===== src/rtl/row_filter_pkg.sv =====
`default_nettype none

package row_filter_pkg;

  // pixel width of the incoming raster stream
  localparam int PIX_W = 8;

  // a full 13-row window of 8-bit pixels peaks at 3315, so 12 bits is enough
  localparam int SUM_W = 12;

  // rows available in the vertical column, row 0 being the live input
  localparam int NUM_ROWS = 13;

  // centre of the column, the window grows symmetrically around it
  localparam int CENTER_ROW = 6;

  // vertical window radius, giving windows of 5, 9 and 13 rows
  typedef enum logic [1:0] {
    RADIUS_2 = 2'd0,
    RADIUS_4 = 2'd1,
    RADIUS_6 = 2'd2
  } filter_radius_e;

endpackage

`default_nettype wire


===== src/rtl/buffer_12_rows_ci.sv =====
`default_nettype none

module buffer_12_rows_ci #(
  parameter int DEPTH = 17
) (
  input  wire                               clk,
  input  wire                               rst_n,
  input  wire                               done_i,
  input  wire  [row_filter_pkg::PIX_W-1:0]  data_i,
  output logic [row_filter_pkg::PIX_W-1:0]  data0_o,
  output logic [row_filter_pkg::PIX_W-1:0]  data1_o,
  output logic [row_filter_pkg::PIX_W-1:0]  data2_o,
  output logic [row_filter_pkg::PIX_W-1:0]  data3_o,
  output logic [row_filter_pkg::PIX_W-1:0]  data4_o,
  output logic [row_filter_pkg::PIX_W-1:0]  data5_o,
  output logic [row_filter_pkg::PIX_W-1:0]  data6_o,
  output logic [row_filter_pkg::PIX_W-1:0]  data7_o,
  output logic [row_filter_pkg::PIX_W-1:0]  data8_o,
  output logic [row_filter_pkg::PIX_W-1:0]  data9_o,
  output logic [row_filter_pkg::PIX_W-1:0]  data10_o,
  output logic [row_filter_pkg::PIX_W-1:0]  data11_o,
  output logic [row_filter_pkg::PIX_W-1:0]  data12_o,
  output logic                              done_r6_o,
  output logic                              done_r4_o,
  output logic                              done_r2_o
);

  localparam int NUM_BUFS = row_filter_pkg::NUM_ROWS - 1;

  logic [9:0] stretch_cnt;
  logic       stretch;

  // chain_data[k] is the input delayed by k rows, chain_data[0] is the input
  logic [row_filter_pkg::PIX_W-1:0] chain_data [row_filter_pkg::NUM_ROWS];
  logic                             chain_done [row_filter_pkg::NUM_ROWS];

  // keep done asserted for DEPTH+1 more cycles so the whole last row
  // carries the flag into the first buffer
  always_ff @(posedge clk) begin
    if (!rst_n) begin
      stretch_cnt <= '0;
      stretch     <= 1'b0;
    end else if (done_i) begin
      // a new pulse restarts the stretch
      stretch_cnt <= '0;
      stretch     <= 1'b1;
    end else if (stretch && (stretch_cnt < DEPTH)) begin
      stretch_cnt <= stretch_cnt + 10'd1;
      stretch     <= 1'b1;
    end else begin
      stretch_cnt <= '0;
      stretch     <= 1'b0;
    end
  end

  assign chain_data[0] = data_i;
  assign chain_done[0] = done_i | stretch;

  for (genvar i = 0; i < NUM_BUFS; i++) begin : gen_line_buffers
    line_buffer #(
      .DEPTH(DEPTH)
    ) u_line_buffer (
      .clk   (clk),
      .rst_n (rst_n),
      .data_i(chain_data[i]),
      .done_i(chain_done[i]),
      .data_o(chain_data[i+1]),
      .done_o(chain_done[i+1])
    );
  end

  assign data0_o  = chain_data[0];
  assign data1_o  = chain_data[1];
  assign data2_o  = chain_data[2];
  assign data3_o  = chain_data[3];
  assign data4_o  = chain_data[4];
  assign data5_o  = chain_data[5];
  assign data6_o  = chain_data[6];
  assign data7_o  = chain_data[7];
  assign data8_o  = chain_data[8];
  assign data9_o  = chain_data[9];
  assign data10_o = chain_data[10];
  assign data11_o = chain_data[11];
  assign data12_o = chain_data[12];

  // taps after buffers 3, 7 and 11, i.e. 4, 8 and 12 rows down the chain
  assign done_r2_o = chain_done[4];
  assign done_r4_o = chain_done[8];
  assign done_r6_o = chain_done[12];

  // the counter stops at DEPTH, so the stretch ends exactly DEPTH+2 cycles
  // after the latest pulse and never runs past the row that is being flushed
  stretch_len_a : assert property (
    @(posedge clk) disable iff (!rst_n)
    $fell(stretch) |-> $past(done_i, DEPTH + 2)
  );

endmodule

`default_nettype wire


===== src/rtl/line_buffer.sv =====
`default_nettype none

module line_buffer #(
  parameter int DEPTH = 17
) (
  input  wire                               clk,
  input  wire                               rst_n,
  input  wire  [row_filter_pkg::PIX_W-1:0]  data_i,
  input  wire                               done_i,
  output logic [row_filter_pkg::PIX_W-1:0]  data_o,
  output logic                              done_o
);

  logic [row_filter_pkg::PIX_W-1:0] data_q [DEPTH];
  logic                             done_q [DEPTH];

  // pixel and done shift together so the flag stays aligned with its row
  always_ff @(posedge clk) begin
    if (!rst_n) begin
      for (int i = 0; i < DEPTH; i++) begin
        data_q[i] <= '0;
        done_q[i] <= 1'b0;
      end
    end else begin
      data_q[0] <= data_i;
      done_q[0] <= done_i;
      for (int i = 1; i < DEPTH; i++) begin
        data_q[i] <= data_q[i-1];
        done_q[i] <= done_q[i-1];
      end
    end
  end

  // last stage holds the value entered DEPTH cycles ago
  assign data_o = data_q[DEPTH-1];
  assign done_o = done_q[DEPTH-1];

  // the done flag feeds the next row and finally the frame strobe, so an X
  // here would leak all the way to done_o of the top level
  done_known_a : assert property (
    @(posedge clk) disable iff (!rst_n)
    !$isunknown(done_o)
  );

endmodule

`default_nettype wire


===== src/rtl/row_filter_top.sv =====
`default_nettype none

module row_filter_top #(
  parameter int DEPTH = 17
) (
  input  wire                                  clk,
  input  wire                                  rst_n,
  input  wire  [row_filter_pkg::PIX_W-1:0]     pixel_i,
  input  wire                                  done_i,
  input  wire  row_filter_pkg::filter_radius_e mode_i,
  output logic [row_filter_pkg::SUM_W-1:0]     sum_o,
  output logic                                 done_o
);

  logic [row_filter_pkg::PIX_W-1:0] data0, data1, data2, data3, data4;
  logic [row_filter_pkg::PIX_W-1:0] data5, data6, data7, data8;
  logic [row_filter_pkg::PIX_W-1:0] data9, data10, data11, data12;
  logic                             done_r2, done_r4, done_r6;

  // row k of the column is the pixel stream delayed by k*DEPTH cycles
  buffer_12_rows_ci #(
    .DEPTH(DEPTH)
  ) u_rows (
    .clk      (clk),
    .rst_n    (rst_n),
    .done_i   (done_i),
    .data_i   (pixel_i),
    .data0_o  (data0),
    .data1_o  (data1),
    .data2_o  (data2),
    .data3_o  (data3),
    .data4_o  (data4),
    .data5_o  (data5),
    .data6_o  (data6),
    .data7_o  (data7),
    .data8_o  (data8),
    .data9_o  (data9),
    .data10_o (data10),
    .data11_o (data11),
    .data12_o (data12),
    .done_r6_o(done_r6),
    .done_r4_o(done_r4),
    .done_r2_o(done_r2)
  );

  vertical_box_filter u_filter (
    .clk      (clk),
    .rst_n    (rst_n),
    .row0_i   (data0),
    .row1_i   (data1),
    .row2_i   (data2),
    .row3_i   (data3),
    .row4_i   (data4),
    .row5_i   (data5),
    .row6_i   (data6),
    .row7_i   (data7),
    .row8_i   (data8),
    .row9_i   (data9),
    .row10_i  (data10),
    .row11_i  (data11),
    .row12_i  (data12),
    .mode_i   (mode_i),
    .done_r2_i(done_r2),
    .done_r4_i(done_r4),
    .done_r6_i(done_r6),
    .sum_o    (sum_o),
    .done_o   (done_o)
  );

endmodule

`default_nettype wire


===== src/rtl/vertical_box_filter.sv =====
`default_nettype none

module vertical_box_filter (
  input  wire                                  clk,
  input  wire                                  rst_n,
  input  wire  [row_filter_pkg::PIX_W-1:0]     row0_i,
  input  wire  [row_filter_pkg::PIX_W-1:0]     row1_i,
  input  wire  [row_filter_pkg::PIX_W-1:0]     row2_i,
  input  wire  [row_filter_pkg::PIX_W-1:0]     row3_i,
  input  wire  [row_filter_pkg::PIX_W-1:0]     row4_i,
  input  wire  [row_filter_pkg::PIX_W-1:0]     row5_i,
  input  wire  [row_filter_pkg::PIX_W-1:0]     row6_i,
  input  wire  [row_filter_pkg::PIX_W-1:0]     row7_i,
  input  wire  [row_filter_pkg::PIX_W-1:0]     row8_i,
  input  wire  [row_filter_pkg::PIX_W-1:0]     row9_i,
  input  wire  [row_filter_pkg::PIX_W-1:0]     row10_i,
  input  wire  [row_filter_pkg::PIX_W-1:0]     row11_i,
  input  wire  [row_filter_pkg::PIX_W-1:0]     row12_i,
  input  wire  row_filter_pkg::filter_radius_e mode_i,
  input  wire                                  done_r2_i,
  input  wire                                  done_r4_i,
  input  wire                                  done_r6_i,
  output logic [row_filter_pkg::SUM_W-1:0]     sum_o,
  output logic                                 done_o
);

  localparam int CTR = row_filter_pkg::CENTER_ROW;

  logic [row_filter_pkg::PIX_W-1:0] rows    [row_filter_pkg::NUM_ROWS];
  logic [row_filter_pkg::SUM_W-1:0] row_ext [row_filter_pkg::NUM_ROWS];

  logic [row_filter_pkg::SUM_W-1:0] inner_d, mid_d, outer_d;
  logic [row_filter_pkg::SUM_W-1:0] inner_q, mid_q, outer_q;
  row_filter_pkg::filter_radius_e   mode_q;
  logic                             done_r2_q, done_r4_q, done_r6_q;

  logic [row_filter_pkg::SUM_W-1:0] sum_d;
  logic                             done_d;

  assign rows[0]  = row0_i;
  assign rows[1]  = row1_i;
  assign rows[2]  = row2_i;
  assign rows[3]  = row3_i;
  assign rows[4]  = row4_i;
  assign rows[5]  = row5_i;
  assign rows[6]  = row6_i;
  assign rows[7]  = row7_i;
  assign rows[8]  = row8_i;
  assign rows[9]  = row9_i;
  assign rows[10] = row10_i;
  assign rows[11] = row11_i;
  assign rows[12] = row12_i;

  for (genvar k = 0; k < row_filter_pkg::NUM_ROWS; k++) begin : gen_row_ext
    assign row_ext[k] = {{(row_filter_pkg::SUM_W - row_filter_pkg::PIX_W){1'b0}}, rows[k]};
  end

  // stage 1 splits the window into the radius-2 core and two rings
  assign inner_d = row_ext[CTR-2] + row_ext[CTR-1] + row_ext[CTR]
                 + row_ext[CTR+1] + row_ext[CTR+2];
  assign mid_d   = row_ext[CTR-4] + row_ext[CTR-3] + row_ext[CTR+3] + row_ext[CTR+4];
  assign outer_d = row_ext[CTR-6] + row_ext[CTR-5] + row_ext[CTR+5] + row_ext[CTR+6];

  always_ff @(posedge clk) begin
    if (!rst_n) begin
      inner_q   <= '0;
      mid_q     <= '0;
      outer_q   <= '0;
      mode_q    <= row_filter_pkg::RADIUS_2;
      done_r2_q <= 1'b0;
      done_r4_q <= 1'b0;
      done_r6_q <= 1'b0;
    end else begin
      inner_q   <= inner_d;
      mid_q     <= mid_d;
      outer_q   <= outer_d;
      mode_q    <= mode_i;
      done_r2_q <= done_r2_i;
      done_r4_q <= done_r4_i;
      done_r6_q <= done_r6_i;
    end
  end

  // stage 2 adds the rings that the mode of the previous cycle asks for
  always_comb begin
    case (mode_q)
      row_filter_pkg::RADIUS_2: begin
        sum_d  = inner_q;
        done_d = done_r2_q;
      end
      row_filter_pkg::RADIUS_4: begin
        sum_d  = inner_q + mid_q;
        done_d = done_r4_q;
      end
      row_filter_pkg::RADIUS_6: begin
        sum_d  = inner_q + mid_q + outer_q;
        done_d = done_r6_q;
      end
      default: begin
        sum_d  = '0;
        done_d = 1'b0;
      end
    endcase
  end

  always_ff @(posedge clk) begin
    if (!rst_n) begin
      sum_o  <= '0;
      done_o <= 1'b0;
    end else begin
      sum_o  <= sum_d;
      done_o <= done_d;
    end
  end

  // an unused encoding would silently drop both the sum and the strobe
  mode_legal_a : assert property (
    @(posedge clk) disable iff (!rst_n)
    mode_i inside {row_filter_pkg::RADIUS_2, row_filter_pkg::RADIUS_4,
                   row_filter_pkg::RADIUS_6}
  );

endmodule

`default_nettype wire

===== config.mk =====
export PLATFORM = sky130hd
export DESIGN_NAME = row_filter_top
export DESIGN_NICKNAME = d
export VERILOG_FILES = /design/src/rtl/row_filter_pkg.sv /design/src/rtl/buffer_12_rows_ci.sv /design/src/rtl/line_buffer.sv /design/src/rtl/row_filter_top.sv /design/src/rtl/vertical_box_filter.sv
export SDC_FILE = /design/constraint.sdc
export NUM_CORES = 2
export LEC_CHECK = 0
export ABC_AREA = 1
export BUFFER_PORTS_ARGS = -buffer_cell sky130_fd_sc_hd__buf_2
export CAP_MARGIN = 20
export CORE_MARGIN = 2
export CORE_UTILIZATION = 55
export CTS_BUF_LIST = sky130_fd_sc_hd__clkbuf_8
export DETAILED_ROUTE_END_ITERATION = 16
export PLACE_DENSITY = 0.71
export REMOVE_ABC_BUFFERS = 1
export SLEW_MARGIN = 15
export SYNTH_ARGS = -nofsm -noshare
export SYNTH_HDL_FRONTEND = slang
export SYNTH_SLANG_ARGS = --single-unit

===== constraint.sdc =====
create_clock -name clk -period 9 [get_ports clk]
set_input_delay 0.45 -clock clk [delete_from_list [all_inputs] [get_ports clk]]
set_output_delay 0.45 -clock clk [all_outputs]
set_load 0.005 [all_outputs]

==> flow_metrics.env <==
export IMPL_synth_yosys_seq_area_share_pct=66.1
export IMPL_crit_fanout=4
export IMPL_post_route_min_period_ns=3.90
export IMPL_synthArstFlopShare_pct=0
export IMPL_switching_share_pct=20.7
export IMPL_initial_core_util_pct=55.4
export IMPL_hold_path_startpoint="mode_i[0]"
export IMPL_clockPowerShare_pct=44.2
export IMPL_grt_max_degree=265
export IMPL_hold_viol_final=0
export IMPL_dp_hpwl_um=47300
export IMPL_criticalPathCategory="reg2reg"
export IMPL_synth_seq_cells=1894
export IMPL_cell_internal_pwr_w=0.0122
export IMPL_instances_no_fill=8255
export IMPL_end_kind="flop"
export IMPL_area_growth_pct=11.9
export IMPL_rows=118
export IMPL_post_route_period_util_pct=43.3
export IMPL_first_pass_iters=5
export IMPL_cpMostUsedCell="inv_1"
export IMPL_via_count=33600
export IMPL_yosys_warnings=0
export IMPL_antenna_left=0
export IMPL_critPathArrivalTime_ns=4.74
export IMPL_ir_drop_mv=0.161
export IMPL_clk_pin_slew_worst_paths_ns=0.06
export IMPL_p_comb_share_pct=1.1
export IMPL_clock_skew_ns=0.0616
export IMPL_antenna_found_initial=3
export IMPL_die_w_um=327
export IMPL_dieHeight_um=327
export IMPL_grt_pass1_vias=32200
export IMPL_power_frac_seq_pct=54.7
export IMPL_cts_resized=0
export IMPL_outcome="finished, final reports clean"
export IMPL_critPathMaxStageDelay_ns=0.49
export IMPL_power_density_nw_per_um2=239
export IMPL_gp_congestion=0.833
export IMPL_p_sw_w=0.00317
export IMPL_slew_violations=0
export IMPL_cts_sinks=1894
export IMPL_synthesis_area_um2=57400
export IMPL_dp_cells=7742
export IMPL_hold_class="in2reg"
export IMPL_setup_slack_ns=5.10
export IMPL_synthCells=6527
export IMPL_path_cells="ha_1 -> inv_1 -> fa_1 -> o21ai_1 -> a21oi_1 -> o21bai_1 -> xnor2_1 -> inv_1 -> fa_1 -> inv_1 -> fa_1 -> inv_1 -> ha_1 -> nand2_1 -> nor2_1 -> nand2_1 -> o211ai_1 -> a21oi_1 -> nand3b_1 -> inv_1"
export IMPL_nNetsFinal=6801
export IMPL_grt_pass1_wl_um=143000
export IMPL_grt_total_usage_pct=15.8
export IMPL_cts_buffers=301
export IMPL_rsz0062_at_grt="false"
export IMPL_ios=26
export IMPL_avgViaCountPerCell=4.07
export IMPL_cts_root_buf="clkbuf_8"
export IMPL_crit_required_ns=9.84
export IMPL_worst_pin_slew_ns=1.03
export IMPL_wl_per_cell_um=9.92
export IMPL_grt_ovfl_total=0
export IMPL_avgSynthCellArea_um2=8.79
export IMPL_max_cap_violations=0
export IMPL_drcViolationCount=0
export IMPL_critPathLaunchType="flop"
export IMPL_fin_util_pct=62.0
export IMPL_cts_tree="yes"
export IMPL_dieArea_um2=107000
export IMPL_cp_slowest_cell="fa_1"
export IMPL_clock_latency_ns=0.91
export IMPL_setup_violations=0
export IMPL_wl_um=81900
export IMPL_synthFlopType="dfxtp_1"
export IMPL_slew_headroom_pct=31.6
export IMPL_cts_htree_levels=5
export IMPL_ys_types=40
export IMPL_p_leak_nw=41.0
export IMPL_finalSetupTns_ns=0
export IMPL_cts_buffer_depth=4
export IMPL_max_freq_ghz=0.257
export IMPL_synth_edff_count=0
export IMPL_io_buffers=25
export IMPL_core_um2=103000
export IMPL_pre_cts_ws_ns=5.14
export IMPL_drive_gt1_share_pct=6.77
export IMPL_drt_iter0_drc=1792
==> cells by family (layout without fill, tap and decap cells) <==
logic type | count (synthesis) | in the layout | share of synthesized area (%)
buffers and inverters | 2260 | 2601 | 15.2
DFF | 1894 | 1894 | 66.1
and+or+nand+nor | 2099 | 2099 | 14.0
other | 1 | 8 | 0.00654
adders and majority gates | 111 | 111 | 2.93
AOI/OAI and AO/OA | 139 | 139 | 1.36
xor gates and xnor gates | 23 | 23 | 0.364
==> per-layer routing <==
| layer | vias up | share of wire (%) | routed length (µm) | GRT usage, % |
|---|---|---|---|---|
| met5 | - | 0 | 0 | 0 |
| met4 | 0 | 2.8 | 2300 | 7.06 |
| met3 | 190 | 3.6 | 2970 | 3.43 |
| met2 | 395 | 44 | 36300 | 25.1 |
| met1 | 14800 | 49 | 40300 | 20.8 |
| li1 | 18200 | - | - | - |
==> flip-flops by register name (all words and copies together) (netlist names), 2 cells and up <==
| name | flops |
|---|---|
| u_rows.gen_line_buffers.u_line_buffer.done_q | 204 |
| u_filter.mode_q | 2 |
| u_rows.stretch_cnt | 10 |
| u_rows.gen_line_buffers.u_line_buffer.data_q | 1632 |
| u_filter.mid_q | 10 |
| u_filter.outer_q | 10 |
| u_filter.sum_o | 12 |
| u_filter.inner_q | 11 |
==> cell usage after synthesis (2+ instances only) <==
| master | number | area share [%] |
|---|---|---|
| nor3_1 | 5 | 0.044 |
| o21ai_0 | 33 | 0.29 |
| inv_1 | 2048 | 13 |
| clkbuf_1 | 20 | 0.13 |
| nand3b_1 | 2 | 0.026 |
| nor2_2 | 2 | 0.022 |
| a221oi_1 | 2 | 0.031 |
| nor2_1 | 38 | 0.25 |
| a21oi_1 | 72 | 0.63 |
| o21ai_1 | 3 | 0.026 |
| nor2_4 | 2 | 0.039 |
| ha_1 | 72 | 1.6 |
| nand3_1 | 34 | 0.30 |
| nand2_2 | 5 | 0.055 |
| a21oi_2 | 4 | 0.061 |
| a211oi_1 | 2 | 0.026 |
| or2_1 | 2 | 0.022 |
| nand4_1 | 14 | 0.15 |
| nand3_2 | 3 | 0.052 |
| fa_1 | 39 | 1.4 |
| dfxtp_1 | 1894 | 66 |
| and2_1 | 3 | 0.033 |
| xor2_1 | 12 | 0.18 |
| buf_2 | 189 | 1.6 |
| o211ai_1 | 6 | 0.079 |
| o21bai_1 | 11 | 0.14 |
| xnor2_1 | 10 | 0.15 |
| nand2_1 | 1988 | 13 |
==> placed cells by master, fill, tap and decap left out, types with 4 or more instances in the layout <==
cell type / synthesis / final
nand2_2: 5 / 5
nor3_1: 5 / 5
bufinv_16: 0 / 4
xor2_1: 12 / 12
nand2_1: 1988 / 1988
inv_1: 2048 / 2143
a21oi_2: 4 / 4
buf_4: 1 / 15
o21ai_0: 33 / 33
a21oi_1: 72 / 72
clkinv_2: 0 / 18
nor2_1: 38 / 38
clkinvlp_4: 0 / 14
o211ai_1: 6 / 6
ha_1: 72 / 72
xnor2_1: 10 / 10
nand4_1: 14 / 14
clkbuf_8: 0 / 366
conb_1: 1 / 5
dfxtp_1: 1894 / 1894
buf_2: 189 / 24
fa_1: 39 / 39
nand3_1: 34 / 34
dlygate4sd3_1: 0 / 12
o21bai_1: 11 / 11
==> critical path, delay by kind of cell (launching register included) <==
kind	cells	cell delay [ns]
DFF	1	0.33
xor gates and xnor gates	1	0.15
adders and majority gates	5	1.87
AOI/OAI and AO/OA	5	0.78
buffers and inverters	5	0.31
and+or+nand+nor	4	0.39
==> stage by stage <==
step                      cell area, µm²  power (W)  hold WS [ns]
after floorplan                    56300    0.00862         0.390
after global placement             58300    0.00876         0.391
after detailed placement           58300    0.00876         0.395
after CTS                          64200     0.0156         0.174
after global routing               64200     0.0160         0.238
final                              64200     0.0154         0.276
==> worst paths after layout <==
path	slack [ns]	depth (start not counted)	end
max	5.10	20	u_filter.inner_q[10]
min reg2reg	0.35	2	flop
min	0.28	4	u_filter.mode_q[0]
max reg2reg	5.10	20	u_filter.inner_q[10]
==> repair_timing <==
item,CTS,global route
hold buffers,12,0
buffers inserted,0,0
hold endpoints to repair,138,0
==> area by class of cell <==
| cell class | instances | area, µm² |
|---|---|---|
| sequential | 1894 | 37900 |
| clock buffer | 366 | 5040 |
| inverter | 2050 | 7690 |
| antenna | 3 | 7.51 |
| multi-input combinational | 2377 | 10700 |
| timing repair buffer | 53 | 393 |
| tap | 1380 | 1730 |
| fill | 8573 | 39300 |
| clock inverter | 132 | 681 |
==> power groups by stage <==
stage | registers, W | logic, W | clock network, W
global placement | 0.00858 | 0.000172 | 0
finish | 0.00840 | 0.000173 | 0.00679
floorplan | 0.00858 | 0.0000334 | 0
global route | 0.00840 | 0.000197 | 0.00740
CTS | 0.00840 | 0.000177 | 0.00702
detailed placement | 0.00859 | 0.000172 | 0
(Power assumes the default switching activity.)
